<file path="src/board_pkg.sv">
package board_pkg;

    // ------------------------------
    // Panel and microphone widths
    // ------------------------------

    localparam int w_tm_key   = 8;   // TM1638 key inputs
    localparam int w_tm_led   = 8;   // Red LEDs above the digits
    localparam int w_tm_digit = 8;   // Seven-segment positions
    localparam int w_mic      = 24;  // INMP441 word width

    // ------------------------------
    // Bundles
    // ------------------------------

    typedef struct packed
    {
        logic                      valid;  // Strobe, one clk per left word
        logic signed [w_mic - 1:0] value;  // Held until the next strobe
    } mic_sample_t;

    // Whole panel image, 72 bits
    typedef struct packed
    {
        logic [w_tm_digit * 8 - 1:0] hgfedcba;  // Digit 0 in the low byte
        logic [w_tm_led       - 1:0] led;
    } tm_panel_t;

    // ------------------------------
    // TM1638 controller
    // ------------------------------

    typedef enum logic [2:0]
    {
        TM_IDLE,      // Latch panel, start frame
        TM_CMD_MODE,  // Write with auto increment
        TM_CMD_ADDR,  // Start address
        TM_DATA,      // 16 display bytes
        TM_CMD_ON,    // Display on, full brightness
        TM_CMD_READ,  // Key scan request
        TM_KEYS,      // 4 key bytes in
        TM_GAP        // Pause before the next frame
    } tm_state_t;

    typedef enum logic [7:0]
    {
        TM_WRITE_AUTO = 8'h40,
        TM_READ_KEYS  = 8'h42,
        TM_ADDR_0     = 8'hC0,
        TM_DISPLAY_ON = 8'h8F
    } tm_cmd_e;

endpackage

</file>
<file path="src/inmp441_mic_i2s_receiver.sv">
`timescale 1ns/1ps

module inmp441_mic_i2s_receiver
# (
    parameter clk_mhz = 50
)
(
    input                         clk,
    input                         rst_n,

    output logic                  sck,
    output logic                  ws,
    input                         sd,

    output board_pkg::mic_sample_t sample
);

    import board_pkg::*;

    // ------------------------------
    // Bit clock divider
    // ------------------------------

    localparam int half_period = clk_mhz / 6 > 0 ? clk_mhz / 6 : 1;
    localparam int w_div       = $clog2 (half_period + 1);

    logic [w_div - 1:0] div_cnt;
    logic [        5:0] bit_cnt;    // sck periods within the 64-period frame
    logic [w_mic - 1:0] shift;
    logic [w_mic - 1:0] value_q;
    logic               valid_q;

    wire tick     = div_cnt == w_div' (half_period - 1);
    wire sck_rise = tick & ~ sck;
    wire sck_fall = tick &   sck;

    // Last LSB period of the left half ends here
    wire word_end = sck_fall & (bit_cnt == 6'd24);

    // Bits 1..24 of the left half carry the word, bit 0 is the I2S delay slot
    wire data_bit = ~ ws & (bit_cnt >= 6'd1) & (bit_cnt <= 6'd24);

    always_ff @ (posedge clk)
    begin
        if (! rst_n)
        begin
            div_cnt <= '0;
            sck     <= 1'b0;
            bit_cnt <= '0;
            valid_q <= 1'b0;
        end
        else
        begin
            div_cnt <= tick ? '0 : div_cnt + 1'b1;

            if (tick)
                sck <= ~ sck;

            if (sck_fall)
                bit_cnt <= bit_cnt + 1'b1;  // ws follows bit_cnt [5]

            valid_q <= word_end;
        end
    end

    // ------------------------------
    // Sample capture
    // ------------------------------

    always_ff @ (posedge clk)
    begin
        if (sck_rise && data_bit)
            shift <= { shift [w_mic - 2:0], sd };  // MSB first

        if (word_end)
            value_q <= shift;
    end

    assign ws           = bit_cnt [5];  // Low for the left channel
    assign sample.valid = valid_q;
    assign sample.value = value_q;

endmodule

</file>
<file path="config.mk">
export PLATFORM = sky130hd
export DESIGN_NAME = inmp441_mic_i2s_receiver
export DESIGN_NICKNAME = d
export VERILOG_FILES = /design/src/board_pkg.sv /design/src/inmp441_mic_i2s_receiver.sv
export SDC_FILE = /design/constraint.sdc
export NUM_CORES = 1
export LEC_CHECK = 0
export BUFFER_PORTS_ARGS = -buffer_cell sky130_fd_sc_hd__buf_4
export CORE_ASPECT_RATIO = 0.5
export CORE_MARGIN = 2
export CORE_UTILIZATION = 37
export DETAILED_ROUTE_END_ITERATION = 8
export GPL_TIMING_DRIVEN = 0
export RECOVER_POWER = 50
export SYNTH_ARGS = -nofsm -noshare
export SYNTH_HDL_FRONTEND = slang
export SYNTH_SLANG_ARGS = --single-unit
</file>
<file path="constraint.sdc">
create_clock -name clk -period 11.6 [get_ports clk]
set_input_delay 1.16 -clock clk [delete_from_list [all_inputs] [get_ports clk]]
set_output_delay 1.16 -clock clk [all_outputs]
set_load 0.03 [all_outputs]
</file>
-- Yosys cells after proc, flatten, opt, wreduce, memory -nomap -nowiden
Index checks and enable logic that the tools add are counted.
W data, S select, Z words.
- flip-flop bits (word level): 60
- bits in latches: 0
- bits in writable memories: 0
- bits in read-only memories: 0
- input bits: 3
- output and inout bits: 27
- word-level logic and storage cells: 22
- memories kept: 0
- add/sub/neg operators: 2
- multiply operators: 0
- div/mod/pow operators: 0
- magnitude comparators: 2
- equal/unequal tests: 2
- shifts and indexed selects: 0
- mux-type cells: 0
- bitwise logic cells: 8
- reductions and logical operators: 2
- operators with widths (operator ; count):
    $add A6 B1 Y6 const B ; 1
    $eq A6 B5 Y1 const B ; 1
    $ge A6 B1 Y1 const B ; 1
    $le A6 B5 Y1 const B ; 1
    $and A1 B1 Y1 ; 5
    $add A4 B1 Y4 const B ; 1
    $eq A4 B3 Y1 const B ; 1
    $not A1 Y1 ; 3
    $reduce_or A2 Y1 ; 1
    $logic_and A1 B1 Y1 ; 1

-- Longest topological paths before layout
Gate-level depths: netlist (run 1).
- depth in word-level cells: 4
- gate-level depth with buffers: 5
- gate-level depth less buffers: 5

-- Worst setup path after synthesis (run 1)
No wires, ideal clock.
- path type: reg2reg
- start point: register div_cnt[0]
- end point: register shift[0] (enable)
- arrival: 3420 ps
- required time: 11126 ps
- slack: 7705 ps
- stages on the path, launching flop included: 5
- path buffers: 0
- period minus slack after synthesis: 3895 ps
- cells stage by stage: dfxtp_1 > ha_1 > nand3b_1 > a31oi_1 > nor4b_1
- cells in the longest elaborated chain, start to end: 3
- ends and longest elaborated chain (element ; line ; text):
    from (decl) ; inmp441_mic_i2s_receiver.sv:27 ; logic [w_div - 1:0] div_cnt;
    from (signal assigned) ; inmp441_mic_i2s_receiver.sv:54 ; div_cnt <= tick ? '0 : div_cnt + 1'b1;
    $eq A4 B3 Y1 ; inmp441_mic_i2s_receiver.sv:33 ; wire tick = div_cnt == w_div' (half_period - 1);
    $and A1 B1 Y1 ; inmp441_mic_i2s_receiver.sv:34 ; wire sck_rise = tick & ~ sck;
    $logic_and A1 B1 Y1 ; inmp441_mic_i2s_receiver.sv:72 ; if (sck_rise && data_bit)
    to (signal assigned) ; inmp441_mic_i2s_receiver.sv:73 ; shift <= { shift [w_mic - 2:0], sd };
    to (decl) ; inmp441_mic_i2s_receiver.sv:29 ; logic [w_mic - 1:0] shift;
Every way passes these cells.
A chain may end at the register's enable or synchronous reset.

-- Final worst setup path (run 1)
- start point: register div_cnt[0]
- end point: register value_q[0] (enable)
- cells in the longest elaborated chain, start to end: 3
- ends and longest elaborated chain (element ; line ; text):
    $eq A4 B3 Y1 ; inmp441_mic_i2s_receiver.sv:33 ;
    $and A1 B1 Y1 ; inmp441_mic_i2s_receiver.sv:35 ; wire sck_fall = tick & sck;
    $and A1 B1 Y1 ; inmp441_mic_i2s_receiver.sv:38 ; wire word_end = sck_fall & (bit_cnt == 6'd24);
    net word_end ; inmp441_mic_i2s_receiver.sv:38 ;
    to (signal assigned) ; inmp441_mic_i2s_receiver.sv:76 ; value_q <= shift;
    to (decl) ; inmp441_mic_i2s_receiver.sv:30 ; logic [w_mic - 1:0] value_q;
The timed path passes the listed nets, and every way through them passes these cells.

==> results.yml, run 1 <==
outcome:
  status: "completed"
timing:
  tightest_slew_ns: 0.511
  rsz0062_at_grt: "no"
  fin_crit_ns: 2.39
  finClkSkew_ns: 0.00658
  fmax_mhz: 419
  timing.final.crit_share_pct: 20.6
  finalSetupTns_ns: 0
  maxSlewViolCount: 0
  finalSetupViolCount: 0
  hold_viol: 0
  timing.slew.headroom_pct: 65.5
final_layout:
  final_cell_count_no_fill: 230
  drive_above_1_share_pct: 31.9
  fin_area_um2: 2560
  syn_to_final_growth_pct: 26.7
  n_antenna_cell: 0
  num-nets-final: 164
  final_util_pct: 50.3
  fillers: 449
global_routing:
  met3_usage_pct: 6.62
  grt_first_pass_wirelength_um: 4440
  grt.overflow.total: 0
  busiest_layer: "met2"
  antenna_found_initial: 0
  grt_max_degree: 11
  met2_usage_pct: 13.9
  grt_pass1_vias: 943
  grt_usage_pct: 10.4
  gr-usage-met1_pct: 12.2
critical_path:
  cp_slowest_stage_delay_ns: 0.44
  crit_path_max_fanout: 10
  crit_chain: "ha_1, nand4b_2, clkbuf_1, nor4_1, clkbuf_1, buf_4"
  cp_slowest_cell: "clkbuf_1"
  ff2ff_setup_slack_ns: 9.21
  required_ns: 11.64
  ff2ff_path_depth: 6
  rr_startpoint: "div_cnt[0]"
  critPathArrivalTime_ns: 2.42
  crit_start: "div_cnt[0]"
  crit_end: "value_q[0]"
  timing_worst_setup_path_type: "reg -> reg"
  startpoint_type: "flop"
  end_kind: "flop"
  r2r-end: "value_q[0]"
  crit_top_cell: "clkbuf_1"
power:
  ir_drop_mv: 0.0562
  power.static_leakage_uw: 0.000949
  powerDensity_nw_per_um2: 166
  power.total_uw: 427
route:
  drt-pass1-iter-count: 4
  drtIter0Drc: 71
  postRouteAntennaNets: 0
  vias: 1059
  drt-total-wl_um: 2830
  drt-wirelength-per-cell_um: 12.3
  route.detailed.drc: 0
  vias_per_cell: 4.60
yosys:
  netlist_area_um2: 2020
  ys_seq_area_share_pct: 83.2
  postSynthAreaPerCell_um2: 18.4
  yosysWarnings: 0
  syn-num-nets: 118
  netlist_instances: 110
  ys_types: 26
  synth_seq_cells: 60
floorplan:
  ios: 30
  initial_utilization_pct: 39.7
  dieHeight_um: 56.3
  die_w_um: 109
  rows: 18
  dieArea_um2: 6110
  core_um2: 5090
place:
  place_congestion: 0.691
  place_area_um2: 2380
  dp.cells: 215
  portBuffers: 29
  dp_hpwl_um: 1870
clocking:
  clkTransAtPathRegs_ns: 0.06
  cts_resized: 0
  clk_path_buf_depth: 2
  cts_tree: "built"
  h-tree-depth: 3
  cts_hold_buffers: 0
  numCtsBuffers: 9
  clock_latency_ns: 0.33
  cts_setup_buffers: 0
  cts_sinks: 60
  cts-root-buf: "clkbuf_8"
job:
  maxCapViolations: 0
min_path:
  hold_path_class: "reg -> reg"
  hold_depth: 0
==> logic make-up after synthesis <==
kind of cell | count (synthesis) | share of synthesized area, %
buffers and inverters | 6 | 1.67
AND/OR/NAND/NOR | 25 | 7.24
flip-flops | 60 | 83.2
XOR/XNOR | 3 | 1.30
adder cells (fa/ha/maj) | 5 | 3.09
multiplexers | 2 | 0.990
AO/OA/AOI/OAI | 9 | 2.54
==> sequential cells by signal, summed over array words and instances, names as in the netlist <==
signal	flops
shift	24
valid_q	1
value_q	24
div_cnt	4
sck	1
bit_cnt	6
==> cells in the mapped netlist <==
library cell   n  share of area, %
buf_4          1              0.37
a21oi_1        4              0.99
clkinv_1       1              0.19
xnor2_1        2              0.87
o21ai_0        2              0.50
nand3b_1       1              0.37
inv_1          3              0.56
dfxtp_1       12                12
and2_1         1              0.31
nand2b_1       2              0.62
mux2i_1        2              0.99
nor2_1         7               1.3
nand3_1        2              0.50
nor4b_1        1              0.43
ha_1           5               3.1
nor4_1         2              0.62
nand4b_2       1              0.74
or4_1          2              0.74
edfxtp_1      48                71
xor2_1         1              0.43
buf_6          1              0.56
o31ai_1        2              0.74
and3_1         1              0.31
a31oi_1        1              0.31
or3_2          2              0.74
nand2_1        3              0.56
==> how the worst min path moves through the flow <==
stage                  endpoint  startpoint
global placement    value_q[23]   shift[23]
CTS                 value_q[23]   shift[23]
global route        value_q[23]   shift[23]
detailed placement  value_q[23]   shift[23]
floorplan           value_q[23]   shift[23]
finish              value_q[23]   shift[23]
==> routing by layer <==
layer / share of wire, % / up-vias
met5: 0 / -
met4: 2.4 / 0
met3: 7.6 / 8
li1: - / 504
met2: 45 / 30
met1: 45 / 517
==> report_power, final <==
| part | switching, uW | internal (uW) | total (uW) |
|---|---|---|---|
| logic | 1.53 | 1.27 | 2.80 |
| registers | 0.758 | 230 | 231 |
| clock network | 74.1 | 119 | 193 |
==> per-stage QoR <==
| stage | setup slack (ns) | hold slack, ns |
|---|---|---|
| 6_report | 9.21 | 0.431 |
| 5_1_grt | 8.97 | 0.432 |
| 4_1_cts | 9.47 | 0.434 |
| 3_5_place_dp | 9.58 | 0.418 |
| 3_3_place_gp | 6.47 | 0.403 |
| 2_1_floorplan | 7.71 | 0.400 |
==> placed cells by master, fill, tap and decap left out <==
master,n
xnor2_1,2
xor2_1,1
clkinvlp_4,1
nand4b_2,1
nor4b_1,1
clkinv_2,2
ha_1,5
o31ai_1,2
bufinv_16,2
a21oi_1,4
dfxtp_1,12
or4_1,2
clkinv_1,1
nand3b_1,1
or3_2,2
clkbuf_1,4
nand2_1,3
nor4_1,2
and2_1,1
edfxtp_1,48
mux2i_1,2
nand3_1,2
nand2b_1,2
buf_4,33
and3_1,1
nor2_1,7
clkbuf_4,1
clkbuf_8,9
inv_1,3
o21ai_0,2
a31oi_1,1
==> final cells by class <==
class / instances / area [um2] / area share [%]
flip-flops and latches: 60 / 1680 / 65.6
well taps: 70 / 87.6 / 3.42
clock inverters: 5 / 77.6 / 3.03
inverters: 4 / 15.0 / 0.586
multi-input cells: 44 / 307 / 12.0
repair buffers: 35 / 255 / 9.96
plain buffers: 2 / 11.3 / 0.439
clock buffers: 10 / 128 / 4.98
==> worst max-delay path, delay by kind of cell (launching register included) <==
family,cells,cell delay [ns]
DFF,1,0.35
buffers and inverters,3,0.95
adders and majority gates,1,0.25
and+or+nand+nor,2,0.53
No activity file was read; power rests on OpenSTA's default activity.
==> run 2, diff against run 1 <==
==> constraint.sdc (replaced) <==
create_clock -name clk -period 2.2 [get_ports clk]
set_input_delay 0.22 -clock clk [delete_from_list [all_inputs] [get_ports clk]]
set_output_delay 0.22 -clock clk [all_outputs]
set_load 0.03 [all_outputs]
==> results.yml, run 2 (synthesis results as in run 1) <==
route:
  postRouteAntennaNets: 0
  vias_per_cell: 4.48
  drt-wirelength-per-cell_um: 12.9
  drt-total-wl_um: 2960
  route.detailed.drc: 0
  vias: 1030
  drt-pass1-iter-count: 4
  drtIter0Drc: 33
final_layout:
  reg.largest.list: "shift: 24 flops, value_q: 24 flops, bit_cnt: 6 flops"
  fillers: 469
  syn_to_final_growth_pct: 25.1
  fin_area_um2: 2530
  n_antenna_cell: 0
  final_util_pct: 49.7
  drive_above_1_share_pct: 23.1
  num-nets-final: 164
  final_common_cell: "edfxtp_1"
  final_cell_mix: "edfxtp_1 (48), clkbuf_1 (17), buf_4 (16)"
timing:
  tightest_slew_ns: 0.505
  fin_crit_ns: 1.81
  rsz0062_at_grt: "no"
  fin_ws_ns: 0.385
  hold_ws_ns: 0.0976
  fmax_mhz: 551
  timing.slew.headroom_pct: 66.0
  finClkSkew_ns: 0.00846
  timing.final.crit_share_pct: 82.5
  finalSetupViolCount: 0
  maxSlewViolCount: 0
  hold_viol: 0
place:
  place_congestion: 0.642
  dp_hpwl_um: 1900
  place_area_um2: 2380
  portBuffers: 29
  place_ws_ns: -0.0447
global_routing:
  grt_first_pass_wirelength_um: 4840
  grt_pass1_vias: 964
  grt.overflow.total: 0
  grt_usage_pct: 11.4
  grt_max_degree: 16
  antenna_found_initial: 0
critical_path:
  required_ns: 2.23
  cp_slowest_stage_delay_ns: 0.36
  crit_start: "div_cnt[0]"
  crit_chain: "ha_1, nand3b_1, a31oi_1, nor4b_4, buf_8"
  ff2ff_setup_slack_ns: 0.39
  cp_slowest_cell: "dfxtp_1"
  timing_worst_setup_path_type: "reg -> reg"
  startpoint_type: "flop"
  rr_startpoint: "div_cnt[0]"
  crit_end: "shift[3]"
  end_kind: "flop"
  critPathArrivalTime_ns: 1.84
  r2r-end: "shift[3]"
  crit_path_max_fanout: 15
  ff2ff_path_depth: 5
clocking:
  cts_sinks: 60
  cts_setup_buffers: 4
  cts-root-buf: "clkbuf_8"
  cts_resized: 0
  cts_tree: "built"
  h-tree-depth: 3
  clkTransAtPathRegs_ns: 0.06
  numCtsBuffers: 9
  cts_hold_buffers: 0
  clock_latency_ns: 0.33
  clk_path_buf_depth: 2
min_path:
  hold_path_class: "in -> reg"
outcome:
  status: "completed"
floorplan:
  rows: 18
  dieHeight_um: 56.3
  initial_utilization_pct: 39.7
  ios: 30
  dieArea_um2: 6110
  die_w_um: 109
  core_um2: 5090
power:
  ir_drop_mv: 0.278
  power.total_uw: 2120
  power.static_leakage_uw: 0.000884
  powerDensity_nw_per_um2: 838
job:
  maxCapViolations: 0
## run 2: stage by stage
| stage | instances | TNS [ns] |
|---|---|---|
| detailed placement | 211 | -0.591 |
| global route | 230 | 0 |
| finish | 230 | 0 |
| floorplan | 110 | -11.54 |
| global placement | 209 | -35.94 |
| CTS | 230 | 0 |
## run 2: layout make-up
cell class | count | area, um2 | share of cell area, %
timing repair buffer | 35 | 210 | 8.31
sequential | 60 | 1680 | 66.5
buffer | 2 | 18.8 | 0.742
clock inverter | 6 | 56.3 | 2.23
tap | 70 | 87.6 | 3.46
multi-input combinational | 44 | 337 | 13.3
clock buffer | 9 | 124 | 4.90
inverter | 4 | 15.0 | 0.593
## run 2: power breakdown
group	leakage [uW]	total (uW)	internal, uW	switching [uW]
Sequential	0.000528	1220	1210	4.42
Combinational	0.000272	16.2	7.69	8.55
Clock	0.0000838	885	504	382
## run 2: how the worst min path moves through the flow
stage	start	end	slack [ns]	cells past startpoint
after CTS	sd	shift[0]	0.06	1
after global placement	sd	shift[0]	0.40	1
after detailed placement	sd	shift[0]	0.40	1
after floorplan	sd	shift[0]	0.32	0
final	sd	shift[0]	0.1	1
after global routing	sd	shift[0]	0.08	1
## run 2: critical path: cells and delay by family, from the launching register on
| kind | cells | cell delay [ns] |
|---|---|---|
| buffers and inverters | 1 | 0.21 |
| adder cells (fa/ha/maj) | 1 | 0.26 |
| AND/OR/NAND/NOR | 2 | 0.50 |
| AO/OA/AOI/OAI | 1 | 0.20 |
| flip-flops | 1 | 0.36 |
## run 2: layer usage
metal  global-route usage, %  vias to the layer above  wire length, um
li1                        -                      505                -
met1                    14.2                      496             1370
met2                    15.2                       22             1360
met3                    5.57                        7              159
met4                    8.24                        0               75
met5                       0                        -                0
