### src/board_pkg.sv
package board_pkg;

    // ------------------------------
    // Panel and microphone widths
    // ------------------------------

    localparam int w_tm_key   = 8;   // TM1638 key inputs
    localparam int w_tm_led   = 8;   // Red LEDs above the digits
    localparam int w_tm_digit = 8;   // Seven-segment positions
    localparam int w_mic      = 24;  // INMP441 word width

    // ------------------------------
    // Bundles
    // ------------------------------

    typedef struct packed
    {
        logic                      valid;  // Strobe, one clk per left word
        logic signed [w_mic - 1:0] value;  // Held until the next strobe
    } mic_sample_t;

    // Whole panel image, 72 bits
    typedef struct packed
    {
        logic [w_tm_digit * 8 - 1:0] hgfedcba;  // Digit 0 in the low byte
        logic [w_tm_led       - 1:0] led;
    } tm_panel_t;

    // ------------------------------
    // TM1638 controller
    // ------------------------------

    typedef enum logic [2:0]
    {
        TM_IDLE,      // Latch panel, start frame
        TM_CMD_MODE,  // Write with auto increment
        TM_CMD_ADDR,  // Start address
        TM_DATA,      // 16 display bytes
        TM_CMD_ON,    // Display on, full brightness
        TM_CMD_READ,  // Key scan request
        TM_KEYS,      // 4 key bytes in
        TM_GAP        // Pause before the next frame
    } tm_state_t;

    typedef enum logic [7:0]
    {
        TM_WRITE_AUTO = 8'h40,
        TM_READ_KEYS  = 8'h42,
        TM_ADDR_0     = 8'hC0,
        TM_DISPLAY_ON = 8'h8F
    } tm_cmd_e;

endpackage

### src/sound_level_top.sv
`timescale 1ns/1ps

module sound_level_top
(
    input                                          clk,
    input                                          rst_n,

    input        [                          1:0]   key,
    input  board_pkg::mic_sample_t                 sample,

    output logic [board_pkg::w_tm_digit * 8 - 1:0] abcdefgh,
    output logic [board_pkg::w_tm_led     - 1:0]   led
);

    import board_pkg::*;

    localparam int w_hex_digits = w_mic / 4;  // 6 nibbles of the peak

    // ------------------------------
    // Peak tracking
    // ------------------------------

    logic [w_mic - 1:0] peak;
    logic [w_mic - 1:0] magnitude;

    // Most negative word maps to 2 ** 23, still fits unsigned
    assign magnitude = sample.value [w_mic - 1] ? $unsigned (- sample.value)
                                                : $unsigned (sample.value);

    always_ff @ (posedge clk)
    begin
        if (! rst_n)
            peak <= '0;
        else if (key [0])
            peak <= '0;                          // Clear wins over hold
        else if (sample.valid && ! key [1] && magnitude > peak)
            peak <= magnitude;
    end

    // ------------------------------
    // Hex display
    // ------------------------------

    function automatic logic [7:0] hex_font (input logic [3:0] nibble);
        case (nibble)
        4'h0:    hex_font = 8'b1111_1100;
        4'h1:    hex_font = 8'b0110_0000;
        4'h2:    hex_font = 8'b1101_1010;
        4'h3:    hex_font = 8'b1111_0010;
        4'h4:    hex_font = 8'b0110_0110;
        4'h5:    hex_font = 8'b1011_0110;
        4'h6:    hex_font = 8'b1011_1110;
        4'h7:    hex_font = 8'b1110_0000;
        4'h8:    hex_font = 8'b1111_1110;
        4'h9:    hex_font = 8'b1111_0110;
        4'ha:    hex_font = 8'b1110_1110;
        4'hb:    hex_font = 8'b0011_1110;
        4'hc:    hex_font = 8'b1001_1100;
        4'hd:    hex_font = 8'b0111_1010;
        4'he:    hex_font = 8'b1001_1110;
        default: hex_font = 8'b1000_1110;
        endcase
    endfunction

    always_comb
    begin
        abcdefgh = '0;                           // Upper digits stay blank

        for (int i = 0; i < w_hex_digits; i++)
            abcdefgh [i * 8 +: 8] = hex_font (peak [i * 4 +: 4]);
    end

    // ------------------------------
    // LED bar
    // ------------------------------

    // LED i lights once the peak reaches 2 ** (16 + i)
    always_comb
    begin
        for (int i = 0; i < w_tm_led; i++)
            led [i] = | (peak >> (16 + i));
    end

endmodule

### config.mk
export PLATFORM = sky130hd
export DESIGN_NAME = sound_level_top
export DESIGN_NICKNAME = d
export VERILOG_FILES = /design/src/board_pkg.sv /design/src/sound_level_top.sv
export SDC_FILE = /design/constraint.sdc
export NUM_CORES = 1
export LEC_CHECK = 0
export ABC_CLOCK_PERIOD_IN_PS = 11000
export CAP_MARGIN = 20
export CELL_PAD_IN_SITES_DETAIL_PLACEMENT = 1
export CELL_PAD_IN_SITES_GLOBAL_PLACEMENT = 2
export CORE_MARGIN = 5
export CORE_UTILIZATION = 41
export CTS_CLUSTER_DIAMETER = 200
export CTS_CLUSTER_SIZE = 16
export DETAILED_ROUTE_END_ITERATION = 16
export DONT_BUFFER_PORTS = 1
export GPL_ROUTABILITY_DRIVEN = 0
export PLACE_DENSITY = 0.95
export SETUP_SLACK_MARGIN = 0.15
export SLEW_MARGIN = 15
export SYNTH_ARGS = -nofsm -noshare
export SYNTH_HDL_FRONTEND = slang
export SYNTH_SLANG_ARGS = --single-unit
### constraint.sdc
create_clock -name clk -period 11 [get_ports clk]
set_clock_uncertainty 0.05 [all_clocks]
set_input_delay 2.2 -clock clk [delete_from_list [all_inputs] [get_ports clk]]
set_output_delay 2.2 -clock clk [all_outputs]
set_load 0.02 [all_outputs]
# == After elaboration in Yosys (flattened, before gate mapping) ==
# Memory sizes are Yosys's and may differ from the RTL's. A register that Yosys moved wholly into a read port is not among the register bits.
# Index checks and enable logic that the tools add are counted.
# word_totals
register_bits,24
latch_bits,0
ramBits,0
rom_bits,672
in_bits,29
output_inout_bits,72
wordCells,34
n_memories,6
# op_classes
add_sub_neg,1
mul,0
n_div,0
n_lt_le_gt_ge,1
eq_ne,0
shifts,0
muxes,13
bitwise_logic,1
reduce_logical,11
# mem_list
name,words,width,rd,rd_clocked_by_memory_dff,write_ports,line,text
(no name shown),16,7,1,1,0,sound_level_top.sv:45,case (nibble)
(no name shown),16,7,1,1,0,sound_level_top.sv:45,
(no name shown),16,7,1,1,0,sound_level_top.sv:45,
(no name shown),16,7,1,1,0,sound_level_top.sv:45,
(no name shown),16,7,1,1,0,sound_level_top.sv:45,
(no name shown),16,7,1,1,0,sound_level_top.sv:45,
# ops
op,n
two-way mux 4 bit,12
greater-than comparator 24 bit,1
two-way mux 24 bit,1
negation 24 bit,1
OR reduction 8 bit,1
OR reduction 7 bit,1
OR reduction 6 bit,1
OR reduction 5 bit,1
OR reduction 2 bit,2
OR reduction 4 bit,1
OR reduction 3 bit,1
logical AND 1 bit,2
logical NOT 1 bit,1
inverter 1 bit,1

# == Logic depth before layout (Yosys ltp) ==
# Gate-level depths: netlist (run 1).
# depth
word_depth,6
ltp_mapped,22
ltp_nobuf,19

# == Least setup slack after synthesis (run 1) ==
# OpenSTA, ideal clock, no wires.
# synth_timing
path_kind,in2reg
startpoint,input port sample[9] (netlist bit)
endpoint,register abcdefgh[39] (netlist name)
setup_time_ns,0.134
arrival_ns,6.854
required_time_ns,10.816
slack_ns,3.962
path_stages,20
path_buffers,3
cell_sequence,or4_4 > or3_1 > buf_6 > o41ai_1 > xor2_1 > inv_1 > ha_1 > nand4_1 > nor4_1 > nand2_1 > a21oi_1 > buf_2 > clkbuf_1 > nor2_1 > nor3b_1 > ha_1 > inv_1 > a211o_2 > a32oi_1 > o22ai_1
# synth_via
elab_chain_cells,6
# synth_lines
element,line,text
"start, declared",sound_level_top.sv:9,"input board_pkg::mic_sample_t sample,"
negation 24 bit,sound_level_top.sv:27,assign magnitude = sample.value [w_mic - 1] ? $unsigned (- sample.value)
two-way mux 24 bit,sound_level_top.sv:27,
net magnitude[21],sound_level_top.sv:24,logic [w_mic - 1:0] magnitude;
greater-than comparator 24 bit,sound_level_top.sv:36,else if (sample.valid && ! key [1] && magnitude > peak)
logical AND 1 bit,sound_level_top.sv:36,
two-way mux 4 bit (no line) (2 in series),--,
# The timed path passes the listed nets, and every way through them passes these cells.
# A chain may end at the register's enable or synchronous reset.

# == Worst setup path in the final report (run 1) ==
# layout_timing
startpoint,input port sample[9] (netlist bit)
endpoint,register abcdefgh[39] (netlist name)
# layout_via
elab_chain_cells,6
# layout_lines
element,line
negation 24 bit,sound_level_top.sv:27
two-way mux 24 bit,sound_level_top.sv:27
net magnitude[21],sound_level_top.sv:24
greater-than comparator 24 bit,sound_level_top.sv:36
logical AND 1 bit,sound_level_top.sv:36
two-way mux 4 bit (no line) (2 in series),--
# The timed path passes the listed nets, and every way through them passes these cells.

==> results of run 1 <==
[logic make-up after synthesis]
| family | synth area share |
|---|---|
| flops | 0.2633 |
| simple gates | 0.1518 |
| other cells | 0.0007472 |
| mux | 0.07230 |
| buf+inv | 0.1139 |
| compound gates | 0.1890 |
| fa+ha+maj | 0.1670 |
| xor+xnor | 0.04188 |
[worst max-delay path by stage]
stage               cells past startpoint  slack [ns]      start            to
floorplan                              20        3.96  sample[9]  abcdefgh[39]
global placement                       18        3.49  sample[9]  abcdefgh[39]
detailed placement                     18        3.24  sample[9]  abcdefgh[39]
CTS                                    18        3.57  sample[9]  abcdefgh[39]
global route                           18        3.34  sample[9]  abcdefgh[39]
finish                                 18        3.59  sample[9]  abcdefgh[39]
[placed cells by master, fill, tap and decap left out, types with 8 or more instances in the layout]
master and count:
inv_1 60, mux2_2 14, conb_1 22, nand3_1 17, mux2i_1 19, dfxtp_1 66, nand2_1 51, clkbuf_16 9
o21ai_0 17, nor2_1 28, nor3_1 13, a21oi_1 17, a211oi_1 20, nand4_1 8, ha_1 67, xnor2_1 17
[sequential cells by signal, summed over array words and instances (netlist names)]
name	count
abcdefgh	42
peak	24
[metrics by stage]
stage,hold slack [ns],cells,utilization
after floorplan,0.4295,602,-
after global routing,0.5464,726,0.4445
final,0.4944,726,0.4445
after CTS,0.5064,726,0.4441
after global placement,0.4699,710,0.4169
after detailed placement,0.4932,710,0.4169
[critical path, stage by stage]
cell and delay [ns]:
or4_4 0.53, or3_1 0.52, o41ai_1 0.43, xor2_1 0.22
inv_1 0.06, ha_1 0.29, nand4_1 0.16, nor4_1 0.50
nand2_1 0.32, a21oi_2 0.21, buf_4 0.40, nor2_1 0.13
nor3b_1 0.58, ha_1 0.32, inv_1 0.09, a211o_2 0.26
a32oi_1 0.21, o22ai_1 0.11
[layout make-up]
cell class | count | area, sq um | share of cell area
Timing Repair Buffer | 6 | 45.04 | 0.008437
Clock inverter | 7 | 101.3 | 0.01898
Clock buffer | 9 | 225.2 | 0.04218
Sequential cell | 66 | 1321 | 0.2475
Tap cell | 147 | 183.9 | 0.03445
Multi-Input combinational cell | 426 | 3216 | 0.6023
Inverter | 65 | 246.5 | 0.04617
[per-layer routing]
metal | vias up | share of wire
met3 | 17 | 0.042
met1 | 1957 | 0.44
met4 | 0 | 0.019
met5 | - | 0
li1 | 1993 | -
met2 | 69 | 0.50
[power by group]
part	internal (uW)	switching (uW)	total, uW
combinational	46.4	83.4	130
clock	200	114	315
sequential	252	17.5	269
total	498	215	714
==> qor.csv, run 1 <==
stage,metric,value,unit
detailed_routing,Via density,5.559,
worst_setup_path,Worst Path Max Fanout,37,
grt,number of global-route vias before repair,4277,
clock_network,Root Driver,clkbuf_16,
grt,Tot GR Track Use,0.1832,
power_and_ir_drop,Worst IR Drop VDD,0.05283,mV
worst_setup_path,Startpoint Class,primary input,
yosys,Post-synth EDFFs,0,
detailed_routing,WL final,13.10,mm
timing,fin. max-slew vios,0,
clock_network,Post-CTS Setup Bufs,0,
worst_setup_path,Worst R2R End,abcdefgh[39],
worst_setup_path,CP required,11.15,ns
die,Core Area,12010,sq um
clock_network,CTS tree,done,
yosys,top cell type's share of synthesized area,0.2633,
final_layout,Ant. Diodes,0,
timing,Final period util,0.6733,
worst_setup_path,Worst Path Arrival,7.55,ns
timing,number of endpoints failing setup at the final stage,0,
timing,Fmax,0.1350,GHz
worst_setup_path,crit end category,flip-flop,
die,Die Area,14550,sq um
placement,Area after DPL,5007,sq um
grt,met2 Use GR,0.3227,
detailed_routing,ANT nets after route,0,
clock_network,clk buf depth,2,
yosys,Mapped Cells,581,
yosys,"area leader, netlist",dfxtp_1,
final_layout,share of layout cells above drive strength 1,0.1071,
final_layout,nets,670,
power_and_ir_drop,Pwr per Cell Area,133.7,nW/um^2
grt,first-pass GRT wire length,21.37,mm
min_path,min-delay src,peak[5],
yosys,"count leader, synth",ha_1,
detailed_routing,via count,4036,
min_path,hold path depth,2,
min_path,Worst Hold End,peak[5],
run_status,status,"finished, final reports clean",
power_and_ir_drop,Pleak,0.002151,uW
grt,initial antenna violation count,0,
grt,GR peak layer,met2,
die,io pins,101,
worst_setup_path,critical setup path kind,in -> reg,
yosys,"top cells by area, synth","dfxtp_1, ha_1, inv_1, nand2_1, mux2i_1",
min_path,Hold Path Class,reg -> reg,
timing,final hold vios,0,
clock_network,clock-pin slew on the worst setup and hold paths,0.06,ns
final_layout,area delta synth->final,6.382,%
timing,RSZ-0062 raised after global routing,false,
grt,largest net degree at the start of global routing,44,
yosys,warnings from Yosys,0,
yosys,top post-synthesis cells by count,"ha_1, dfxtp_1, inv_1, nand2_1, nor2_1",
timing,worst rel slew slack,0.4240,
worst_setup_path,reg-to-reg startpoint,peak[23],
yosys,"FFs w/ async S/R, synth",0,
yosys,"Distinct cells, synth",74,
detailed_routing,DRC viols,0,
clock_network,H-tree levels,3,
yosys,predominant post-synthesis flop cell,dfxtp_1,
final_layout,Filler cells,1423,
placement,dpl ws,3.236,ns
detailed_routing,Starting DRT DRC Count,219,
clock_network,clk_lat worst skew,0.34,ns
detailed_routing,Pre-antenna DRT Iters,4,
worst_setup_path,FF-to-FF path depth,14,
die,chip width,120.6,microns
worst_setup_path,R2R Setup Slk,6.45,ns
timing,min Tclk post-route,7.406,ns
grt,global-route track usage on met3,0.04350,
clock_network,hold_buf cts,0,
grt,met1 usage,0.2160,
timing,setup TNS,0,ns
grt,final global-route overflow total,0,
yosys,#FFs+latches synth,66,
timing,Slew @ Worst Pin,0.8583,ns
clock_network,CTS buffer count,9,
timing,setup ws final,3.594,ns
die,row count,40,
placement,dpl hpwl,10.15,mm
yosys,"Seq/Total Area, Yosys",0.2633,
power_and_ir_drop,total power,713.7,uW
yosys,Syn Area/Cell,8.638,sq um
detailed_routing,per-cell routed wire length,18.04,microns
yosys,Post-Syn Area,5019,sq um
clock_network,PostCTS Resize Cnt,0,
final_layout,"Design Area, Final",5339,sq um
die,Die Ht,120.6,microns
run,max_cap viols,0,
die,initial core utilization,0.4178,
clock_network,clock sinks,66,
placement,Port Buf Inserts,0,
Power figures use the tool's default switching activity.
==> run 2: changes to the inputs <==
--- a/config.mk
+++ b/config.mk
@@ -5,18 +5,18 @@
 export SDC_FILE = /design/constraint.sdc
 export NUM_CORES = 1
 export LEC_CHECK = 0
-export ABC_CLOCK_PERIOD_IN_PS = 11000
+export ABC_CLOCK_PERIOD_IN_PS = 7670
 export CAP_MARGIN = 20
 export CELL_PAD_IN_SITES_DETAIL_PLACEMENT = 1
 export CELL_PAD_IN_SITES_GLOBAL_PLACEMENT = 2
 export CORE_MARGIN = 5
-export CORE_UTILIZATION = 41
+export CORE_UTILIZATION = 38
 export CTS_CLUSTER_DIAMETER = 200
 export CTS_CLUSTER_SIZE = 16
 export DETAILED_ROUTE_END_ITERATION = 16
 export DONT_BUFFER_PORTS = 1
 export GPL_ROUTABILITY_DRIVEN = 0
-export PLACE_DENSITY = 0.95
+export PLACE_DENSITY = 0.9
 export SETUP_SLACK_MARGIN = 0.15
 export SLEW_MARGIN = 15
 export SYNTH_ARGS = -nofsm -noshare
==> constraint.sdc (replaced) <==
create_clock -name clk -period 7.67 [get_ports clk]
set_clock_uncertainty 0.05 [all_clocks]
set_input_delay 1.534 -clock clk [delete_from_list [all_inputs] [get_ports clk]]
set_output_delay 1.534 -clock clk [all_outputs]
set_load 0.02 [all_outputs]
==> qor.csv, run 2 (same netlist as run 1, synthesis figures left out) <==
stage,metric,value,unit,change
run_status,status,"finished, final reports clean",,unchanged
detailed_routing,per-cell routed wire length,17.50,microns,was 18.04 microns
clock_network,CTS buffer count,9,,unchanged
min_path,Hold Path Class,reg -> reg,,unchanged
die,initial core utilization,0.3835,,was 0.4178
power_and_ir_drop,Pwr per Cell Area,179.1,nW/um^2,was 133.7 nW/um^2
clock_network,clk buf depth,2,,unchanged
grt,Tot GR Track Use,0.1731,,was 0.1832
power_and_ir_drop,Pleak,0.002143,uW,was 0.002151 uW
final_layout,most frequent cells in the layout,"ha_1, dfxtp_1, inv_1",,unchanged
worst_setup_path,Startpoint Class,primary input,,unchanged
die,Die Ht,124.9,microns,was 120.6 microns
power_and_ir_drop,switch share,0.3152,,was 0.3016
grt,first-pass GRT wire length,22.15,mm,was 21.37 mm
final_layout,"most common cell after layout, fill and taps aside",ha_1,,unchanged
timing,fin. max-slew vios,0,,unchanged
timing,setup TNS,0,ns,unchanged
run,max_cap viols,0,,unchanged
clock_network,hold_buf cts,0,,unchanged
die,row count,42,,was 40
die,Die Area,15610,sq um,"was 14,550 sq um"
clock_network,clk_lat worst skew,0.34,ns,about the same
grt,largest net degree at the start of global routing,44,,unchanged
final_layout,Largest register FFs,42,,unchanged
grt,initial antenna violation count,0,,unchanged
worst_setup_path,CP required,7.89,ns,was 11.15 ns
worst_setup_path,crit end category,flip-flop,,unchanged
timing,worst rel slew slack,0.3900,,was 0.4240
detailed_routing,via count,4075,,"was 4,036"
placement,dpl hpwl,10.22,mm,was 10.15 mm
worst_setup_path,Worst Path Arrival,6.87,ns,was 7.55 ns
placement,Port Buf Inserts,0,,unchanged
min_path,hold path depth,2,,unchanged
timing,number of endpoints failing setup at the final stage,0,,unchanged
timing,min Tclk post-route,6.651,ns,
power_and_ir_drop,Worst IR Drop VDD,0.09125,mV,was 0.05283 mV
worst_setup_path,Worst Path Max Fanout,14,,was 37
final_layout,nets,672,,was 670
die,io pins,101,,unchanged
power_and_ir_drop,sw power,301.2,uW,was 215.3 uW
worst_setup_path,Worst path max stage delay,0.66,ns,was 0.58 ns
die,Core Area,13090,sq um,"was 12,010 sq um"
detailed_routing,Pre-antenna DRT Iters,4,,unchanged
timing,Slew @ Worst Pin,0.9090,ns,was 0.8583 ns
worst_setup_path,R2R Setup Slk,3.20,ns,was 6.45 ns
timing,RSZ-0062 raised after global routing,false,,unchanged
clock_network,clock-pin slew on the worst setup and hold paths,0.06,ns,about the same
worst_setup_path,Worst R2R End,abcdefgh[23],,was abcdefgh[39]
detailed_routing,ANT nets after route,0,,unchanged
placement,placed insts,741,,was 710
clock_network,CTS tree,done,,unchanged
timing,final hold vios,0,,unchanged
worst_setup_path,reg-to-reg startpoint,peak[23],,unchanged
worst_setup_path,Worst path slowest cell,a211oi_1,,was nor3b_1
die,chip width,124.9,microns,was 120.6 microns
timing,Fmax,0.1503,GHz,
final_layout,Filler cells,1532,,"was 1,423"
power_and_ir_drop,Logic pwr share,0.197,,was 0.182
clock_network,Post-CTS Setup Bufs,0,,unchanged
detailed_routing,WL final,13.24,mm,was 13.10 mm
detailed_routing,DRC viols,0,,unchanged
worst_setup_path,critical-path cell list,"or4_4, or3_1, o41ai_1, xor2_1, inv_1, ha_1, nand4_1, nor4_1, nand2_1, a21oi_2, nor2_1, a211oi_1, inv_1, ha_1, or3_1, o211ai_1",,"was or4_4, or3_1, o41ai_1, xor2_1, inv_1, ha_1, nand4_1, nor4_1, nand2_1, a21oi_2, buf_4, nor2_1, nor3b_1, ha_1, inv_1, a211o_2, a32oi_1, o22ai_1"
timing,Final period util,0.8672,,
power_and_ir_drop,internal power,654.2,uW,was 498.4 uW
grt,number of global-route vias before repair,4314,,"was 4,277"
final_layout,share of layout cells above drive strength 1,0.1067,,was 0.1071
clock_network,H-tree levels,3,,unchanged
min_path,min-delay src,peak[0],,was peak[5]
power_and_ir_drop,Clock Power Share,0.399,,was 0.441
final_layout,area delta synth->final,6.283,%,was 6.382%
clock_network,clock sinks,66,,unchanged
min_path,Worst Hold End,peak[0],,was peak[5]
worst_setup_path,critical setup path kind,in -> reg,,unchanged
worst_setup_path,FF-to-FF path depth,12,,was 14
detailed_routing,Via density,5.383,,was 5.559
power_and_ir_drop,Sequential Power Share,0.404,,was 0.377
final_layout,Ant. Diodes,0,,unchanged
clock_network,PostCTS Resize Cnt,0,,unchanged
final_layout,Post-Layout Cell Count,757,,was 726
grt,final global-route overflow total,0,,unchanged
detailed_routing,Starting DRT DRC Count,201,,was 219
clock_network,Root Driver,clkbuf_16,,unchanged
run 2: worst max path at each step:
stage,end,from
CTS,abcdefgh[23],sample[9]
detailed placement,abcdefgh[23],sample[9]
global placement,abcdefgh[23],sample[9]
finish,abcdefgh[23],sample[9]
floorplan,abcdefgh[39],sample[9]
global route,abcdefgh[23],sample[9]
run 2: area by class of cell:
| cell class | count | area (sq um) | area share |
|---|---|---|---|
| multi-input combinational | 426 | 3216 | 0.6029 |
| sequential | 66 | 1321 | 0.2477 |
| inverter | 65 | 246.5 | 0.04621 |
| clock buffer | 11 | 242.7 | 0.04551 |
| tap | 176 | 220.2 | 0.04129 |
| timing repair buffer | 8 | 57.56 | 0.01079 |
| clock inverter | 5 | 30.03 | 0.005630 |
run 2: per-stage QoR:
step / setup slack [ns] / utilization / total power, uW / hold WS (ns) / instance area [sq um]
finish: 1.019 / 0.4076 / 955.4 / 0.4829 / 5334
global route: 0.5292 / 0.4076 / 1013 / 0.5221 / 5334
CTS: 0.9999 / 0.4072 / 968.3 / 0.4905 / 5329
detailed placement: 0.6671 / 0.3864 / 580.5 / 0.4761 / 5056
global placement: 0.8336 / 0.3860 / 573.5 / 0.4706 / 5051
floorplan: 1.298 / - / 550.0 / 0.4295 / 5097
run 2: power groups by stage:
stage	Sequential [uW]	Combinational, uW	Clock, uW
after floorplan	391	159	0
after global routing	388	212	413
after CTS	387	188	393
final	386	188	381
after global placement	394	179	0
after detailed placement	394	187	0
run 2: routing by layer:
layer	vias up	global-route usage	part of all wire
li1	1994	-	-
met5	-	0	0
met2	78	0.2948	0.49
met3	19	0.04545	0.041
met4	0	0.06378	0.019
met1	1984	0.2103	0.45
run 2: worst max-delay path, delay by kind of cell:
family | cells | cell delay [ns]
adder cells (fa/ha/maj) | 2 | 0.56
buffers and inverters | 2 | 0.28
AO/OA/AOI/OAI | 4 | 1.81
AND/OR/NAND/NOR | 7 | 2.45
XOR/XNOR | 1 | 0.22
==> run 3: changes to the inputs <==
--- a/config.mk
+++ b/config.mk
@@ -9,7 +9,7 @@
 export CAP_MARGIN = 20
 export CELL_PAD_IN_SITES_DETAIL_PLACEMENT = 1
 export CELL_PAD_IN_SITES_GLOBAL_PLACEMENT = 2
-export CORE_MARGIN = 5
+export CORE_MARGIN = 1
 export CORE_UTILIZATION = 38
 export CTS_CLUSTER_DIAMETER = 200
 export CTS_CLUSTER_SIZE = 16
==> qor.csv, run 3 (same netlist as run 1, synthesis figures left out) <==
stage,metric,value,unit,change
run_status,status,"finished, final reports clean",,unchanged
clock_network,clk buf depth,2,,unchanged
worst_setup_path,critical setup path kind,in -> reg,,unchanged
final_layout,"Design Area, Final",5420,sq um,was 5334 sq um
worst_setup_path,CP required,7.83,ns,was 7.89 ns
clock_network,clock sinks,66,,unchanged
worst_setup_path,Startpoint Class,primary input,,unchanged
grt,Tot GR Track Use,0.2014,,was 0.1731
timing,number of endpoints failing setup at the final stage,0,,unchanged
worst_setup_path,Worst path slowest cell,or4_4,,was a211oi_1
min_path,min-delay src,peak[0],,unchanged
worst_setup_path,Worst Path Max Fanout,22,,was 14
placement,Area after DPL,5054,sq um,was 5056 sq um
die,Core Area,12770,sq um,"was 13,090 sq um"
worst_setup_path,R2R Setup Slk,3.25,ns,was 3.20 ns
grt,number of global-route vias before repair,4194,,"was 4,314"
power_and_ir_drop,sw power,310.7,uW,was 301.2 uW
min_path,hold path depth,2,,unchanged
placement,dpl hpwl,10.00,mm,was 10.22 mm
timing,min Tclk post-route,6.659,ns,was 6.651 ns
timing,Fmax,0.1502,GHz,was 0.1503 GHz
die,Die Ht,116.9,microns,was 124.9 microns
final_layout,Post-Layout Cell Count,753,,was 757
grt,met2 Use GR,0.3373,,was 0.2948
grt,largest net degree at the start of global routing,44,,unchanged
final_layout,nets,672,,unchanged
power_and_ir_drop,switch share,0.2852,,was 0.3152
min_path,Hold Path Class,reg -> reg,,unchanged
power_and_ir_drop,Sequential Power Share,0.354,,was 0.404
power_and_ir_drop,Pwr per Cell Area,201.0,nW/um^2,was 179.1 nW/um^2
final_layout,area delta synth->final,8.003,%,was 6.283%
timing,Final period util,0.8682,,was 0.8672
final_layout,share of layout cells above drive strength 1,0.1084,,was 0.1067
die,row count,41,,was 42
clock_network,CTS buffer count,9,,unchanged
grt,initial antenna violation count,0,,unchanged
power_and_ir_drop,Worst IR Drop VDD,0.1055,mV,was 0.09125 mV
worst_setup_path,crit path from,sample[9],,unchanged
clock_network,hold_buf cts,0,,unchanged
worst_setup_path,crit path buf inv count,3,,was 2
timing,final hold vios,0,,unchanged
detailed_routing,Pre-antenna DRT Iters,4,,unchanged
worst_setup_path,FF-to-FF path depth,14,,was 12
grt,GR peak layer,met2,,unchanged
clock_network,CTS tree,done,,unchanged
power_and_ir_drop,Clock Power Share,0.475,,was 0.399
timing,Slew @ Worst Pin,0.6950,ns,was 0.9090 ns
die,Die Area,13670,sq um,"was 15,610 sq um"
die,io pins,101,,unchanged
worst_setup_path,Worst R2R End,abcdefgh[39],,was abcdefgh[23]
timing,worst rel slew slack,0.5339,,was 0.3900
detailed_routing,Via density,5.336,,was 5.383
grt,met1 usage,0.2439,,was 0.2103
detailed_routing,via count,4018,,"was 4,075"
placement,placed insts,737,,was 741
grt,global-route track usage on met3,0.06334,,was 0.04545
run,max_cap viols,0,,unchanged
power_and_ir_drop,total power,1089,uW,was 955.4 uW
clock_network,Root Driver,clkbuf_16,,unchanged
detailed_routing,Starting DRT DRC Count,188,,was 201
clock_network,clk_lat worst skew,0.35,ns,was 0.34 ns
final_layout,Ant. Diodes,0,,unchanged
worst_setup_path,Worst Path Arrival,6.82,ns,was 6.87 ns
worst_setup_path,crit end category,flip-flop,,unchanged
power_and_ir_drop,Pleak,0.002184,uW,was 0.002143 uW
placement,Port Buf Inserts,0,,unchanged
detailed_routing,WL final,12.97,mm,was 13.24 mm
timing,setup TNS,0,ns,unchanged
detailed_routing,DRC viols,0,,unchanged
grt,final global-route overflow total,0,,unchanged
timing,RSZ-0062 raised after global routing,false,,unchanged
die,chip width,116.9,microns,was 124.9 microns
min_path,Worst Hold End,peak[0],,unchanged
worst_setup_path,Worst path max stage delay,0.54,ns,was 0.66 ns
final_layout,Largest register FFs,42,,unchanged
worst_setup_path,reg-to-reg startpoint,peak[23],,unchanged
grt,first-pass GRT wire length,21.07,mm,was 22.15 mm
clock_network,H-tree levels,3,,unchanged
clock_network,Post-CTS Setup Bufs,0,,unchanged
worst_setup_path,critical-path cell list,"or4_4, or3_1, o41ai_1, xor2_1, inv_1, ha_1, nand4_1, nor4_1, nand2_1, a21oi_2, buf_4, nor2_1, nor3b_1, ha_1, inv_1, a211o_2, a32oi_1, o22ai_1",,"was or4_4, or3_1, o41ai_1, xor2_1, inv_1, ha_1, nand4_1, nor4_1, nand2_1, a21oi_2, nor2_1, a211oi_1, inv_1, ha_1, or3_1, o211ai_1"
detailed_routing,ANT nets after route,0,,unchanged
power_and_ir_drop,internal power,778.7,uW,was 654.2 uW
die,initial core utilization,0.3929,,was 0.3835
power_and_ir_drop,Logic pwr share,0.171,,was 0.197
timing,fin. max-slew vios,0,,unchanged
final_layout,most frequent cells in the layout,"ha_1, dfxtp_1, inv_1",,unchanged
final_layout,"most common cell after layout, fill and taps aside",ha_1,,unchanged
detailed_routing,per-cell routed wire length,17.22,microns,was 17.50 microns
clock_network,PostCTS Resize Cnt,0,,unchanged
worst_setup_path,Crit path max-delay family,simple AND/OR/NAND/NOR gates,,unchanged
clock_network,clock-pin slew on the worst setup and hold paths,0.06,ns,about the same
## run 3: how the worst max path moves through the flow
| stage | to | slack, ns | cells past startpoint |
|---|---|---|---|
| 6_report | abcdefgh[39] | 1.01 | 18 |
| 5_1_grt | abcdefgh[39] | 0.58 | 18 |
| 4_1_cts | abcdefgh[39] | 1.02 | 18 |
| 3_5_place_dp | abcdefgh[39] | 0.71 | 18 |
| 3_3_place_gp | abcdefgh[39] | 0.95 | 18 |
| 2_1_floorplan | abcdefgh[39] | 1.30 | 20 |
## run 3: layout make-up
type                       instances  area (sq um)
fill                            1525          7353
clock buffer                       9         225.2
clock inverter                     7         141.4
sequential                        66          1321
inverter                          65         246.5
multi-input combinational        426          3211
timing repair buffer               8         60.06
tap                              172         215.2
## run 3: metrics by stage
stage	worst slack, ns	utilization	hold slack [ns]
global placement	0.9487	0.3956	0.4660
finish	1.011	0.4243	0.4834
CTS	1.023	0.4243	0.4884
detailed placement	0.7075	0.3956	0.4658
floorplan	1.298	-	0.4295
global route	0.5773	0.4243	0.5122
## run 3: power groups by stage
stage	clock [uW]	sequential, uW	combinational [uW]
after CTS	529	386	188
after global placement	0	393	179
final	517	386	187
after floorplan	0	391	159
after detailed placement	0	393	187
after global routing	544	388	210
## run 3: layer usage
| metal | wire (microns) | part of all wire | up-vias |
|---|---|---|---|
| li1 | - | - | 1994 |
| met1 | 5753 | 0.44 | 1929 |
| met2 | 6243 | 0.48 | 79 |
| met3 | 764 | 0.059 | 16 |
| met4 | 208 | 0.016 | 0 |
| met5 | 0 | 0 | - |
## run 3: worst reg2reg max path, stage by stage (launching register included)
cell	delay, ns
dfxtp_1	0.51
inv_1	0.17
ha_1	0.35
nand4_1	0.18
nor4_1	0.49
nand2_1	0.32
a21oi_2	0.24
buf_4	0.29
nor2_1	0.13
nor3b_1	0.53
ha_1	0.32
inv_1	0.10
a211o_2	0.27
a32oi_1	0.22
o22ai_1	0.11
